==> config.mk <==
export PLATFORM = sky130hd
export DESIGN_NAME = sldu_slide_down
export DESIGN_NICKNAME = d
export VERILOG_FILES = /design/src/sldu_pkg.sv /design/src/sldu_slide_down.sv
export SDC_FILE = /design/constraint.sdc
export NUM_CORES = 2
export LEC_CHECK = 0
export ABC_CLOCK_PERIOD_IN_PS = 7000
export BUFFER_PORTS_ARGS = -buffer_cell sky130_fd_sc_hd__buf_2
export CAP_MARGIN = 0
export CORE_AREA = 2 2 614 616
export DETAILED_ROUTE_END_ITERATION = 12
export DIE_AREA = 0 0 616 618
export PLACE_DENSITY = 0.41
export RECOVER_POWER = 50
export SLEW_MARGIN = 20
export SYNTH_ARGS = -nofsm -noshare
export SYNTH_HDL_FRONTEND = slang
export SYNTH_SLANG_ARGS = --single-unit
export TNS_END_PERCENT = 5
==> constraint.sdc <==
create_clock -name vclk -period 7
set_input_delay 1.4 -clock vclk [all_inputs]
set_output_delay 1.4 -clock vclk [all_outputs]
set_load 0.01 [all_outputs]
==> src/sldu_pkg.sv <==
// shared widths, operand types and opcode/sew/lmul encodings of the vector slide unit
// all RTL refers to these by scoped names
package sldu_pkg;

    localparam int VLEN = 128;  // default bits per vector register
    localparam int NREG = 4;    // registers in a full group

    typedef logic [VLEN-1:0]      vreg_t;
    typedef logic [NREG*VLEN-1:0] vgrp_t;   // 512 bits
    typedef logic [31:0]          scalar_t;
    typedef logic [6:0]           offset_t; // low bits of rs1
    typedef logic [6:0]           nbytes_t; // 0 to 64 bytes
    typedef logic [2:0]           op_t;
    typedef logic [2:0]           sew_t;
    typedef logic [2:0]           lmul_t;

    // opcodes, codes 6 and 7 are idle
    localparam op_t OP_NONE       = 3'd0;
    localparam op_t OP_SLIDEUP    = 3'd1;
    localparam op_t OP_SLIDEDOWN  = 3'd2;
    localparam op_t OP_SLIDE1UP   = 3'd3;
    localparam op_t OP_SLIDE1DOWN = 3'd4;
    localparam op_t OP_VMV        = 3'd5;

    // element width, unknown codes fall back to 8 bits
    localparam sew_t SEW_8  = 3'd0;
    localparam sew_t SEW_16 = 3'd1;
    localparam sew_t SEW_32 = 3'd2;

    // group size, unknown codes fall back to one register
    localparam lmul_t LMUL_1 = 3'd0;
    localparam lmul_t LMUL_2 = 3'd1;
    localparam lmul_t LMUL_4 = 3'd2;

endpackage

==> src/sldu_slide_down.sv <==
// right byte shifter limited to the register group, for slide-down and slide1down
// bytes at and above the group end are cleared before the shift
module sldu_slide_down #(
    parameter int VLEN = sldu_pkg::VLEN
) (
    input  sldu_pkg::vgrp_t   vector,
    input  sldu_pkg::vgrp_t   scalar_elem,
    input  sldu_pkg::nbytes_t shift_bytes,
    input  sldu_pkg::nbytes_t elem_bytes,
    input  sldu_pkg::nbytes_t grp_bytes,
    input  logic              fill_scalar,
    input  logic              in_range,
    output sldu_pkg::vgrp_t   down_result
);

    localparam int GRP_W     = sldu_pkg::NREG * VLEN;
    localparam int GRP_BYTES = GRP_W / 8;
    localparam int SHW       = $clog2(GRP_W) + 1;

    sldu_pkg::nbytes_t top_byte;
    logic [SHW-1:0]    shift_bits;
    logic [SHW-1:0]    top_bits;
    logic [GRP_W-1:0]  grp_mask;
    logic [GRP_W-1:0]  shifted;
    logic [GRP_W-1:0]  scalar_top;

    always_comb begin
        for (int b = 0; b < GRP_BYTES; b++) begin
            grp_mask[b*8 +: 8] = {8{b < grp_bytes}};
        end
    end

    assign shift_bits = SHW'({shift_bytes, 3'b000});
    assign shifted    = (vector & grp_mask) >> shift_bits;  // zero fill from the top

    // slide1down puts the scalar in the top element of the group
    assign top_byte   = grp_bytes - elem_bytes;
    assign top_bits   = SHW'({top_byte, 3'b000});
    assign scalar_top = fill_scalar ? (scalar_elem << top_bits) : '0;

    assign down_result = in_range ? (shifted | scalar_top) : '0;

endmodule

Word level (Yosys, flattened, before mapping)
Cells that the tools add are included.
- bits in registers: 0
- latch bits: 0
- bits in writable memories: 0
- bits in read-only memories: 0
- bits of input ports: 1047
- output and inout port bits: 512
- word-level logic and storage cells: 71
- memories kept: 0
- add/subtract/negate cells: 1
- multipliers: 0
- div/mod/pow operators: 0
- $lt $le $gt $ge: 64
- equal/unequal tests: 0
- shifts and indexed selects: 2
- muxes and demuxes: 2
- bitwise gates (word level): 2
- reductions and logical operators: 0
- operators by type and width (kind ; count):
    512-bit 2-to-1 mux ; 2
    512-bit bitwise AND ; 1
    512-bit bitwise OR ; 1
    512-bit by 10-bit left shift with 512-bit output ; 1
    512-bit by 10-bit right shift with 512-bit output ; 1
    6-bit by 7-bit < comparator with 1-bit output (first input constant) ; 32
    5-bit by 7-bit < comparator with 1-bit output (first input constant) ; 16
    4-bit by 7-bit < comparator with 1-bit output (first input constant) ; 8
    3-bit by 7-bit < comparator with 1-bit output (first input constant) ; 4
    1-bit by 7-bit < comparator with 1-bit output (first input constant) ; 2
    2-bit by 7-bit < comparator with 1-bit output (first input constant) ; 2
    7-bit subtractor ; 1

Longest topological paths before layout
- depth in word-level cells: 5
- mapped depth: 20
- mapped depth without buffers: 12

Least setup slack after synthesis
Ideal clock, no wire load.
- path type: input to output
- start point: input grp_bytes[0]
- end point: output down_result[443]
- arrival: 4916 ps
- required time: 5600 ps
- path slack: 684 ps
- stages on the path: 17
- path buffers: 7
- path through: buf_2 > clkbuf_1 > inv_1 > ha_1 > inv_1 > fa_1 > buf_2 > buf_2 > buf_2 > buf_2 > buf_2 > mux2i_1 > mux2i_1 > or2_2 > o21ai_0 > nor2_1 > o31ai_1
- cells in the longest elaborated chain, start to end: 5
- elaborated cells between the ends (all ways): 71
- classes of those cells: add/sub: 1; order compare: 64; shift: 2; mux: 2; bitwise: 2
- ends and longest elaborated chain (what ; RTL line ; source):
    start: declaration ; sldu_slide_down.sv:10 ; input sldu_pkg::nbytes_t grp_bytes,
    7-bit subtractor, or another cell as far along ; sldu_slide_down.sv:37 ; assign top_byte = grp_bytes - elem_bytes;
    512-bit by 10-bit left shift with 512-bit output or 512-bit bitwise AND (tied branches) ; sldu_slide_down.sv:39, sldu_slide_down.sv:34 ;
    512-bit 2-to-1 mux or 512-bit by 10-bit right shift with 512-bit output (tied branches) ; sldu_slide_down.sv:39, sldu_slide_down.sv:34 ;
    512-bit bitwise OR (*) ; sldu_slide_down.sv:41 ; assign down_result = in_range ? (shifted | scalar_top) : '0;
    512-bit 2-to-1 mux (*) ; sldu_slide_down.sv:41 ;
    end: declaration ; sldu_slide_down.sv:13 ; output sldu_pkg::vgrp_t down_result
Every way passes the cells marked *; elsewhere a longest branch is shown, timed or not.

Worst setup path after layout
- start point: input grp_bytes[2]
- end point: output down_result[63]
The elaborated chain is that of the path after synthesis.

==> reports/results.tsv <==
metric	value	unit
status	finished with violations	
failed_checks	negative setup slack	
min_period	7.459	ns
rows	225	
die_height	618	µm
synth.yosys.seq_area_share	0	
antenna_found_initial	284	
drive_gt1_frac	0.5057	
place_congestion	1.119	
clkbuf_count	0	
arrival	6.06	ns
syn_to_final_growth	66.60	%
synthTopCellsByArea	mux4_2 19%, mux2i_1 17%, nand2_1 6.9%, mux2_2 4.4%, o21ai_0 4.2%	
wl_per_cell	57.18	µm
peakVddDrop	101.4	µV
portBuffers	1559	
maxCapViolCount	0	
synth_top_area_cell	mux4_2	
register_area	0	µm²
firstDrtPassIters	6	
mostFrequentLayoutCells	3079 x buf_4, 1538 x buf_2, 1194 x nand2_1, 944 x mux2i_1, 627 x nor2_1	
setup_ws	-0.4593	ns
avgSynthCellArea	7.414	µm²
cp.required	5.60	ns
crit_path_start_kind	input port	
power.density	224.5	nW/µm²
drt_iter0_drc	19070	
relSlewSlack	0.07210	
postCtsHoldBufs	0	
p_leak	48.67	nW
start_util	0.1782	
finalNetCount	14060	
endpoint_kind	output port	
hold_viol_final	0	
cp_max_fo	9	
ys_warn_count	0	
grt_max_degree	78	
tightest_slew	1.388	ns
total_power	24.93	mW
seq_cell_count	0	
drv_slew	0	
finalNonFillerCells	18200	
num_vias	117900	
multiInputGateArea	65140	µm²
postRouteAntennaNets	0	
overflow	0	
dp.cells	17970	
drc	0	
hold_class	input port to output port	
setup_viol	477	
rsz0062_at_grt	true	
ys_types	110	
yosysTopAreaCellShare	0.1865	
fp.dieW	616	µm
die_area	380700	µm²
first_global_vias	108100	
syn_nets	10050	
drt_wl_total	1041000	µm
hpwl	911500	µm
syn_inst	8991	
grt_usage	0.5190	
fmax	134.1	MHz
via_per_inst	6.478	
setup.worst_path.class	input port to output port	
synth_area	66660	µm²
place_ws	-1.130	ns
grt_pass1_wl	1280000	µm
core	374100	µm²
final.period_utilization	1.066	
layout.cells.most_common	buf_4	
fillers	41630	
io_pins	1559	
worst max-delay path, cell delays in order:
cell and delay (ns):
clkbuf_2 0.38, buf_4 0.37, clkbuf_2 0.18, o21ai_1 0.26
buf_4 0.30, o31ai_4 0.09, buf_12 0.15, buf_4 0.16
a22o_1 0.33, a222oi_1 0.83, a21oi_1 0.17, buf_4 0.21
a211oi_1 0.31, buf_4 0.23, and2_1 0.14, o22ai_1 0.11
buf_4 0.24, buf_2 0.16
metal layers:
metal,vias to the layer above,track usage,wire [µm]
li1,44330,-,-
met1,60790,0.6334,402300
met2,10080,0.7449,421200
met3,2603,0.1280,99610
met4,92,0.4830,116900
met5,-,0,633
final timing paths:
| check | endpoint | depth (start not counted) | from | slack (ns) |
|---|---|---|---|---|
| worst min-delay path | down_result[0] | 3 | scalar_elem[0] | 3.38 |
| worst max-delay path | down_result[63] | 18 | grp_bytes[2] | -0.46 |
cell families (layout without fill, tap and decap cells):
| logic type | after synthesis | after routing | synth area share |
|---|---|---|---|
| compound gates | 3466 | 3466 | 0.3693 |
| simple gates | 2484 | 2484 | 0.1593 |
| fa+ha+maj | 7 | 7 | 0.001426 |
| other cells | 0 | 205 | 0 |
| buf+inv | 1100 | 5110 | 0.07108 |
| mux | 1927 | 1927 | 0.3979 |
| xor+xnor | 7 | 7 | 0.0009197 |
power breakdown:
group	switching (mW)	leakage (nW)	internal, mW
Combinational	15.9	48.7	9.03
Clock	0	0.00124	0.00000105
Sequential	0	0	0
Total	15.9	48.7	9.03
cell usage after synthesis (all sizes together) (214+ instances only):
master  instances
buf           534
mux2i        1112
o21ai         585
a22oi         330
nor2          666
a21oi         553
mux2          263
clkbuf        499
nand2        1235
nand3         214
mux4          552
o22ai         398
layout make-up:
| cell class | count | share of cell area |
|---|---|---|
| Inverter | 67 | 0.002546 |
| Timing Repair Buffer | 5043 | 0.3500 |
| Tap cell | 4994 | 0.05626 |
| Antenna cell | 205 | 0.004619 |
| Multi-Input combinational cell | 7891 | 0.5866 |
per-stage QoR:
step	util	cell area, µm²	hold WS (ns)	TNS (ns)
after floorplan	-	66660	2.929	0
after global placement	0.2864	107100	3.372	-196.50
after detailed placement	0.2864	107200	3.361	-170.43
after CTS	0.2925	109500	3.362	-19.70
after global routing	0.2960	110800	3.375	-68.51
final	0.2968	111100	3.385	-79.05
what timing repair did:
action / in CTS / in global routing
gates cloned: 4 / 1
pin swaps: 48 / 28
setup endpoints to repair: 488 / 448
resized for setup: 494 / 261
buffers inserted: 23 / 3
Power figures use the tool's default switching activity.
