### src/sldu_pkg.sv
// shared widths, operand types and opcode/sew/lmul encodings of the vector slide unit
// all RTL refers to these by scoped names
package sldu_pkg;

    localparam int VLEN = 128;  // default bits per vector register
    localparam int NREG = 4;    // registers in a full group

    typedef logic [VLEN-1:0]      vreg_t;
    typedef logic [NREG*VLEN-1:0] vgrp_t;   // 512 bits
    typedef logic [31:0]          scalar_t;
    typedef logic [6:0]           offset_t; // low bits of rs1
    typedef logic [6:0]           nbytes_t; // 0 to 64 bytes
    typedef logic [2:0]           op_t;
    typedef logic [2:0]           sew_t;
    typedef logic [2:0]           lmul_t;

    // opcodes, codes 6 and 7 are idle
    localparam op_t OP_NONE       = 3'd0;
    localparam op_t OP_SLIDEUP    = 3'd1;
    localparam op_t OP_SLIDEDOWN  = 3'd2;
    localparam op_t OP_SLIDE1UP   = 3'd3;
    localparam op_t OP_SLIDE1DOWN = 3'd4;
    localparam op_t OP_VMV        = 3'd5;

    // element width, unknown codes fall back to 8 bits
    localparam sew_t SEW_8  = 3'd0;
    localparam sew_t SEW_16 = 3'd1;
    localparam sew_t SEW_32 = 3'd2;

    // group size, unknown codes fall back to one register
    localparam lmul_t LMUL_1 = 3'd0;
    localparam lmul_t LMUL_2 = 3'd1;
    localparam lmul_t LMUL_4 = 3'd2;

endpackage

### src/sldu_ctrl.sv
// operand decode for the slide unit: element and group size, shift amount in bytes,
// offset range check and the zero-extended scalar element
module sldu_ctrl #(
    parameter int VLEN = sldu_pkg::VLEN
) (
    input  sldu_pkg::op_t     op,
    input  sldu_pkg::sew_t    sew,
    input  sldu_pkg::lmul_t   lmul,
    input  sldu_pkg::scalar_t rs1,
    output sldu_pkg::nbytes_t shift_bytes,
    output sldu_pkg::nbytes_t elem_bytes,
    output sldu_pkg::nbytes_t grp_bytes,
    output logic              in_range,
    output logic              fill_scalar,
    output sldu_pkg::vgrp_t   scalar_elem
);

    localparam int REG_BYTES = VLEN / 8;
    localparam int GRP_BYTES = sldu_pkg::NREG * REG_BYTES;

    sldu_pkg::offset_t offset;
    logic [9:0]        offset_bytes;  // up to 127 * 4
    sldu_pkg::nbytes_t offset_shift;

    assign offset = rs1[6:0];

    always_comb begin
        scalar_elem = '0;
        case (sew)
            sldu_pkg::SEW_16: begin
                elem_bytes        = sldu_pkg::nbytes_t'(2);
                scalar_elem[15:0] = rs1[15:0];
            end
            sldu_pkg::SEW_32: begin
                elem_bytes        = sldu_pkg::nbytes_t'(4);
                scalar_elem[31:0] = rs1[31:0];
            end
            default: begin  // sew 8 and unknown codes
                elem_bytes       = sldu_pkg::nbytes_t'(1);
                scalar_elem[7:0] = rs1[7:0];
            end
        endcase
    end

    always_comb begin
        case (lmul)
            sldu_pkg::LMUL_2: grp_bytes = sldu_pkg::nbytes_t'(2 * REG_BYTES);
            sldu_pkg::LMUL_4: grp_bytes = sldu_pkg::nbytes_t'(4 * REG_BYTES);
            default:          grp_bytes = sldu_pkg::nbytes_t'(REG_BYTES);
        endcase
    end

    assign offset_bytes = 10'(offset) * 10'(elem_bytes);
    assign offset_shift = (offset_bytes < GRP_BYTES) ? sldu_pkg::nbytes_t'(offset_bytes)
                                                     : sldu_pkg::nbytes_t'(GRP_BYTES);

    assign fill_scalar = (op == sldu_pkg::OP_SLIDE1UP) || (op == sldu_pkg::OP_SLIDE1DOWN);

    always_comb begin
        shift_bytes = '0;
        in_range    = 1'b1;
        case (op)
            sldu_pkg::OP_SLIDEUP: begin
                shift_bytes = offset_shift;
                in_range    = offset_bytes < GRP_BYTES;    // full 512 bits, lmul ignored
            end
            sldu_pkg::OP_SLIDEDOWN: begin
                shift_bytes = offset_shift;
                in_range    = offset_bytes < 10'(grp_bytes);
            end
            sldu_pkg::OP_SLIDE1UP, sldu_pkg::OP_SLIDE1DOWN: begin
                shift_bytes = elem_bytes;  // one element
            end
            default: begin
                shift_bytes = '0;
            end
        endcase
    end

endmodule

### config.mk
export PLATFORM = sky130hd
export DESIGN_NAME = sldu_ctrl
export DESIGN_NICKNAME = d
export VERILOG_FILES = /design/src/sldu_pkg.sv /design/src/sldu_ctrl.sv
export SDC_FILE = /design/constraint.sdc
export NUM_CORES = 1
export LEC_CHECK = 0
export BUFFER_PORTS_ARGS = -buffer_cell sky130_fd_sc_hd__buf_2
export CAP_MARGIN = 20
export CORE_AREA = 2 2 225 227
export DETAILED_ROUTE_END_ITERATION = 8
export DIE_AREA = 0 0 227 229
export GPL_ROUTABILITY_DRIVEN = 0
export SKIP_LAST_GASP = 1
export SYNTH_ARGS = -nofsm -noshare
export SYNTH_HDL_FRONTEND = slang
export SYNTH_SLANG_ARGS = --single-unit
### constraint.sdc
create_clock -name vclk -period 5.7
set_input_delay 0.285 -clock vclk [all_inputs]
set_output_delay 0.285 -clock vclk [all_outputs]
set_load 0.01 [all_outputs]
* After elaboration in Yosys (flattened, before gate mapping)
Index checks and enable logic that the tools add are counted.
** Storage, ports and cells
- Output and inout port bits :: 535
- Logic and storage cells :: 22
- Flip-flop bits (word level) :: 0
** Operators by class
- Equality and inequality tests :: 8
- $lt $le $gt $ge :: 2
- Mux-type cells :: 7
- Multipliers :: 1
- Reductions and logical operators :: 4
** Operators with widths (number)
- case mux 7 bit (2 select lines) :: 2
- 2-to-1 mux 16 bit :: 1
- equality test 3 x 2 -> 1 bit (second input constant) :: 4
- < comparator 10 x 7 -> 1 bit :: 1
- < comparator 10 x 7 -> 1 bit (second input constant) :: 1
- multiplier 7 x 7 -> 10 bit :: 1
- equality test 3 x 1 -> 1 bit (second input constant) :: 3
- 2-to-1 mux 8 bit :: 1
- 2-to-1 mux 7 bit :: 1
- case mux 3 bit (2 select lines) :: 1
- OR reduction 2 bit :: 3
- equality test 3 bit (second input constant) :: 1
- case mux 1 bit (2 select lines) :: 1
- logical OR 1 bit :: 1

* Logic depth before layout (Yosys ltp)
Gate-level depths: netlist of the first run.
- Depth in word-level cells :: 6
- Mapped depth :: 17

* Worst setup path after synthesis of the first run
Ideal clock, no wire load.
- Kind :: in2out
- Start :: input port sew[1]
- End :: output port in_range
- Stages on the path :: 17
- Data required time :: 5415 ps
- Arrival time :: 3566 ps
- Buffers on the path :: 1
- Path slack :: 1849 ps
- Cells stage by stage :: nor3b_2 nor2_1 buf_2 nand2_1 fa_1 inv_1 ha_1 inv_1 fa_1 nor2b_1 o21ai_0 a21oi_1 ha_1 o21ai_0 o21bai_1 a21o_2 a32oi_2
** On the way
- Word-level cells in the longest chain between the ends :: 5
- Elaborated cells between the ends (all ways) :: 7
- Classes of those cells :: mul: 1; order compare: 2; eq/ne: 2; mux: 2
** Ends and longest elaborated chain
- start, declared :: RTL line sldu_ctrl.sv:7 : input sldu_pkg::sew_t sew,
- equality test 3 x 2 -> 1 bit or equality test 3 x 1 -> 1 bit (tied branches) :: RTL line sldu_ctrl.sv:29 : case (sew)
- case mux 3 bit (2 select lines) * :: RTL line sldu_ctrl.sv:29
- net elem_bytes[0] :: RTL line sldu_ctrl.sv:11 : output sldu_pkg::nbytes_t elem_bytes,
- multiplier 7 x 7 -> 10 bit * :: RTL line sldu_ctrl.sv:53 : assign offset_bytes = 10'(offset) * 10'(elem_bytes);
- < comparator 10 x 7 -> 1 bit, on equally long branches :: RTL line sldu_ctrl.sv:69, sldu_ctrl.sv:65
- case mux 1 bit (2 select lines) * :: RTL line sldu_ctrl.sv:62 : case (op)
- end, declared :: RTL line sldu_ctrl.sv:13 : output logic in_range,
The timed path passes the listed nets; every way through them passes the cells marked *.

* Worst setup path after layout of the first run
- Start :: input port sew[2]
- End :: output port in_range
** On the way
- Word-level cells in the longest chain between the ends :: 5
- Elaborated cells between the ends (all ways) :: 7
- Classes of those cells :: mul: 1; order compare: 2; eq/ne: 2; mux: 2
** Ends and longest elaborated chain (RTL line)
- equality test 3 x 2 -> 1 bit or equality test 3 x 1 -> 1 bit (tied branches) :: sldu_ctrl.sv:29
- case mux 3 bit (2 select lines) * :: sldu_ctrl.sv:29
- multiplier 7 x 7 -> 10 bit * :: sldu_ctrl.sv:53
- < comparator 10 x 7 -> 1 bit, on equally long branches :: sldu_ctrl.sv:69, sldu_ctrl.sv:65
- case mux 1 bit (2 select lines) * :: sldu_ctrl.sv:62
Every way passes the cells marked *; elsewhere a longest branch is shown, timed or not.

==> out/results.ini, run 1 <==
[outcome]
status = completed

[placed_design]
dp_hpwl_um = 9040
port_buffers = 86
placedCellCount = 1373
post_dp_cell_area_mm2 = 0.00404
post-place-ws_ns = 1.15

[setup_path]
cp.arrival_ns = 4.18
cp_slowest_cell = nor3b_2
max_stage_delay_ns = 0.60
path_cells = buf_2 -> nor3b_2 -> nor2_2 -> nand2_1 -> fa_1 -> inv_1 -> ha_1 -> inv_1 -> fa_1 -> nor2b_1 -> o21ai_0 -> a21oi_1 -> ha_1 -> o21ai_0 -> o21bai_1 -> a21o_2 -> a32oi_2 -> buf_2
cp.required_ns = 5.41
crit_family = adder cells
worst-path-buf-inv = 4
end_kind = primary output
critPathLaunchType = primary input
critPathMaxFanout = 17
setup.worst_path.class = primary input to primary output
path_depth = 18
startpoint = sew[2]

[layout]
mostFrequentLayoutCell = conb_1
drive_gt1_share_pct = 14.4
nFlopsAndLatches = 0
final-seq-area_um2 = 0
area_growth_pct = -13.3
nets = 761
fin_area_mm2 = 0.00404
num-fill-cells = 5817
stdcell_count = 1374
final_core_util_pct = 8.13
multi_input_area_mm2 = 0.00270
final_cell_mix = 488 x conb_1, 86 x buf_2, 23 x and2_1, 18 x nand2_1, 15 x inv_1
nClkBuffers = 0

[routing]
routed_wl_um = 9400
top_layer_used = met5
avgRoutedWirePerCell_um = 6.84
drc = 0
detail_route.first_pass.iterations = 4
drt-initial-drc-count = 59
dr_wl_met2_um = 4640
vias_per_cell = 1.79
dr_wl_met3_um = 1510
drtAntennaViolNets = 0
met1Wirelength_um = 3180
via_count = 2455

[power]
p_int_mw = 0.0501
clockPowerShare_pct = 0
finalPower_mw = 0.270
power_frac_seq_pct = 0
swShare_pct = 81.4
comb_power_share_pct = 100.0
peakVddDrop_v = 0.0000170
p_leak_nw = 2.42
switching_power_mw = 0.220
power_density_mw_per_mm2 = 66.9

[synthesis]
syn_area_mm2 = 0.00466
netlist_instances = 626
yosys_warnings = 0
ys_seq_area_share_pct = 0
yosysUniqueCellTypes = 36
syn_avg_cell_area_um2 = 7.44

[grt]
grt_max_degree = 18
antenna_found_initial = 4
grt.total_usage_pct = 2.73
overflow = 0
grt_pass1_vias = 1210
grt_pass1_wl_um = 9800

[die]
rows = 82
die_area_mm2 = 0.0520
num_io_pins = 576
coreArea_mm2 = 0.0497
chipWidth_um = 227
dieHeight_um = 229
initial_core_util_pct = 9.38

[sta]
finalCritPeriodShare_pct = 78.3
fmax_mhz = 224
relSlewSlack_pct = 32.6
hold_viol = 0
timing.final.ws_setup_ns = 1.24
finalSetupViolations = 0
fin_crit_ns = 4.46
timing.hold.ws_ns = 0.570
finalMaxSlewViolations = 0
rsz0062_at_grt = false
worstMarginPinSlew_ns = 1.00
fin_setup_tns_ns = 0

[clocking]
cts_resized = 0
post_cts_buffers = 0
cts.hold.buffers_added = 0

[hold_path]
whs_path_depth = 0
min_path_type = primary input to primary output
worstHoldStart = rs1[7]

[run]
cap_violations = 0

-- worst paths after layout --
kind / end / slack [ns]
max: in_range / 1.24
min: scalar_elem[7] / 0.57
-- kinds of logic after synthesis --
group | synth area share [%]
adders and majority gates | 5.54
xor gates and xnor gates | 0.564
buffers and inverters | 81.5
and+or+nand+nor | 9.11
AOI/OAI and AO/OA | 3.25
other | 0.0805
-- per-layer routing --
layer / vias to the layer above / GRT usage [%]
met1: 1042 / 3.40
met2: 319 / 4.82
met5: - / 0
met4: 4 / 0.102
li1: 1084 / -
met3: 6 / 0.821
-- synthesized netlist by cell type, types with 3 or more instances --
cell type / count / share of area, %
buf_4: 496 / 80
and2_1: 23 / 3.1
nand2_1: 18 / 1.5
inv_1: 15 / 1.2
ha_1: 11 / 3.0
nor2b_1: 10 / 1.3
fa_1: 6 / 2.6
nor2_1: 5 / 0.40
a21oi_1: 4 / 0.43
o21ai_0: 3 / 0.32
-- cell type report --
type                            count  share of cell area (%)
Antenna cell                        1                  0.0620
Inverter                           15                    1.39
Multi-Input combinational cell    599                    66.9
Tap cell                          672                    20.8
Timing Repair Buffer               87                    10.8
-- power groups by stage --
stage                        clock [mW]  combinational (mW)  sequential, mW
after global placement                0               0.266               0
after CTS                             0               0.267               0
after floorplan                       0               0.456               0
after detailed placement              0               0.266               0
after global routing                  0               0.308               0
final                     0.00000000794               0.270               0
No activity file was read; power rests on OpenSTA's default activity.
==> run 2: changes to the inputs <==
==> constraint.sdc (replaced) <==
create_clock -name vclk -period 3.95
set_input_delay 0.1975 -clock vclk [all_inputs]
set_output_delay 0.1975 -clock vclk [all_outputs]
set_load 0.01 [all_outputs]
==> run 2 against run 1 <==
Against the previous run:
- clock-buffer cell count did not move
- die area unchanged
- cell count increased by 0.51%
- combinational power up 49%
- power is 49% higher
- via count up 0.61%
- first-iteration DRC count fell by 24%
- routed wire length increased by 1.9%
- critical endpoint unchanged
- largest cell class unchanged
- highest routed layer unchanged
==> out/results.ini, run 2 (synthesis gave the netlist of run 1 again) <==
[grt]
overflow = 0
grt_max_degree = 18
grt_pass1_vias = 1288
antenna_found_initial = 3
grt_pass1_wl_um = 10200
grt.total_usage_pct = 2.81

[routing]
drtAntennaViolNets = 0
drc = 0
avgRoutedWirePerCell_um = 6.94
vias_per_cell = 1.79
routed_wl_um = 9580
drt-initial-drc-count = 45
via_count = 2470
detail_route.first_pass.iterations = 4

[sta]
timing.final.ws_setup_ns = 0.277
relSlewSlack_pct = 44.4
hold_viol = 0
fmax_mhz = 272
finalSetupViolations = 0
finalMaxSlewViolations = 0
worstMarginPinSlew_ns = 0.826
finalCritPeriodShare_pct = 93.0
rsz0062_at_grt = false
fin_setup_tns_ns = 0
fin_crit_ns = 3.67

[setup_path]
setup.worst_path.class = primary input to primary output
critPathMaxFanout = 10
critPathLaunchType = primary input
cp.arrival_ns = 3.48
cp.required_ns = 3.75
end_kind = primary output

[layout]
nClkBuffers = 0
final-seq-area_um2 = 0
final_cell_mix = 488 x conb_1, 86 x buf_2, 23 x and2_1, 18 x nand2_1, 15 x inv_1
drive_gt1_share_pct = 15.8
mostFrequentLayoutCell = conb_1
num-fill-cells = 5790
area_growth_pct = -11.8
nets = 768
nFlopsAndLatches = 0

[placed_design]
port_buffers = 86
post-place-ws_ns = 0.149
dp_hpwl_um = 9180

[hold_path]
min_path_type = primary input to primary output

[power]
peakVddDrop_v = 0.0000252
power_density_mw_per_mm2 = 97.8
p_leak_nw = 2.47

[run]
cap_violations = 0

[die]
die_area_mm2 = 0.0520
rows = 82
chipWidth_um = 227
coreArea_mm2 = 0.0497
dieHeight_um = 229
num_io_pins = 576
initial_core_util_pct = 9.38

[outcome]
status = completed

## run 2: metrics by stage
step / util [%] / cells / total power, mW / instance area, µm² / hold slack (ns)
after floorplan: - / 1113 / 0.658 / 6480 / 0.460
after global placement: 8.22 / 1379 / 0.391 / 4080 / 0.395
after detailed placement: 8.22 / 1379 / 0.391 / 4080 / 0.395
after CTS: 8.22 / 1379 / 0.392 / 4080 / 0.395
after global routing: 8.27 / 1380 / 0.455 / 4110 / 0.395
final: 8.27 / 1381 / 0.402 / 4110 / 0.395
## run 2: cell type report
type	count	area [µm²]	area share (%)
inverter	15	56.3	1.37
antenna	1	2.50	0.0609
tap	672	841	20.5
multi-input combinational	599	2720	66.2
timing repair buffer	94	490	11.9
## run 2: path summary, 6_finish.rpt
check / cells after the start / slack, ns / startpoint / endpoint
max: 19 / 0.28 / sew[0] / in_range
min: 0 / 0.40 / rs1[7] / scalar_elem[7]
## run 2: repair_timing
action | CTS | global route
gates resized for setup | 0 | 4
setup buffers | 0 | 1
hold buffers | 0 | 0
endpoints found under the setup margin | 0 | 1
## run 2: where the power goes
part / total, mW / switching (mW) / internal (mW)
registers: 0 / 0 / 0
logic: 0.402 / 0.321 / 0.0804
clock network: 0.00000000462 / 0 / 0.00000000461
## run 2: worst max-delay path, stage by stage
cell      delay, ns
buf_2          0.12
nor3b_2        0.15
buf_4          0.18
nor2_2         0.10
buf_4          0.17
nand2_1        0.08
fa_1           0.55
inv_1          0.06
ha_1           0.30
a21oi_2        0.19
nor2b_1        0.08
nor2_2         0.12
xnor2_2        0.14
ha_1           0.26
o21ai_0        0.14
o21bai_1       0.08
a21o_2         0.20
a32oi_2        0.19
buf_2          0.16
## run 2: layer usage
metal	vias to the layer above	part of all wire [%]	routed length, µm	GRT usage, %
met2	309	49	4660	4.96
li1	1099	-	-	-
met5	-	0.28	27	0
met1	1052	36	3410	3.57
met4	4	0.45	43	0.102
met3	6	15	1430	0.744
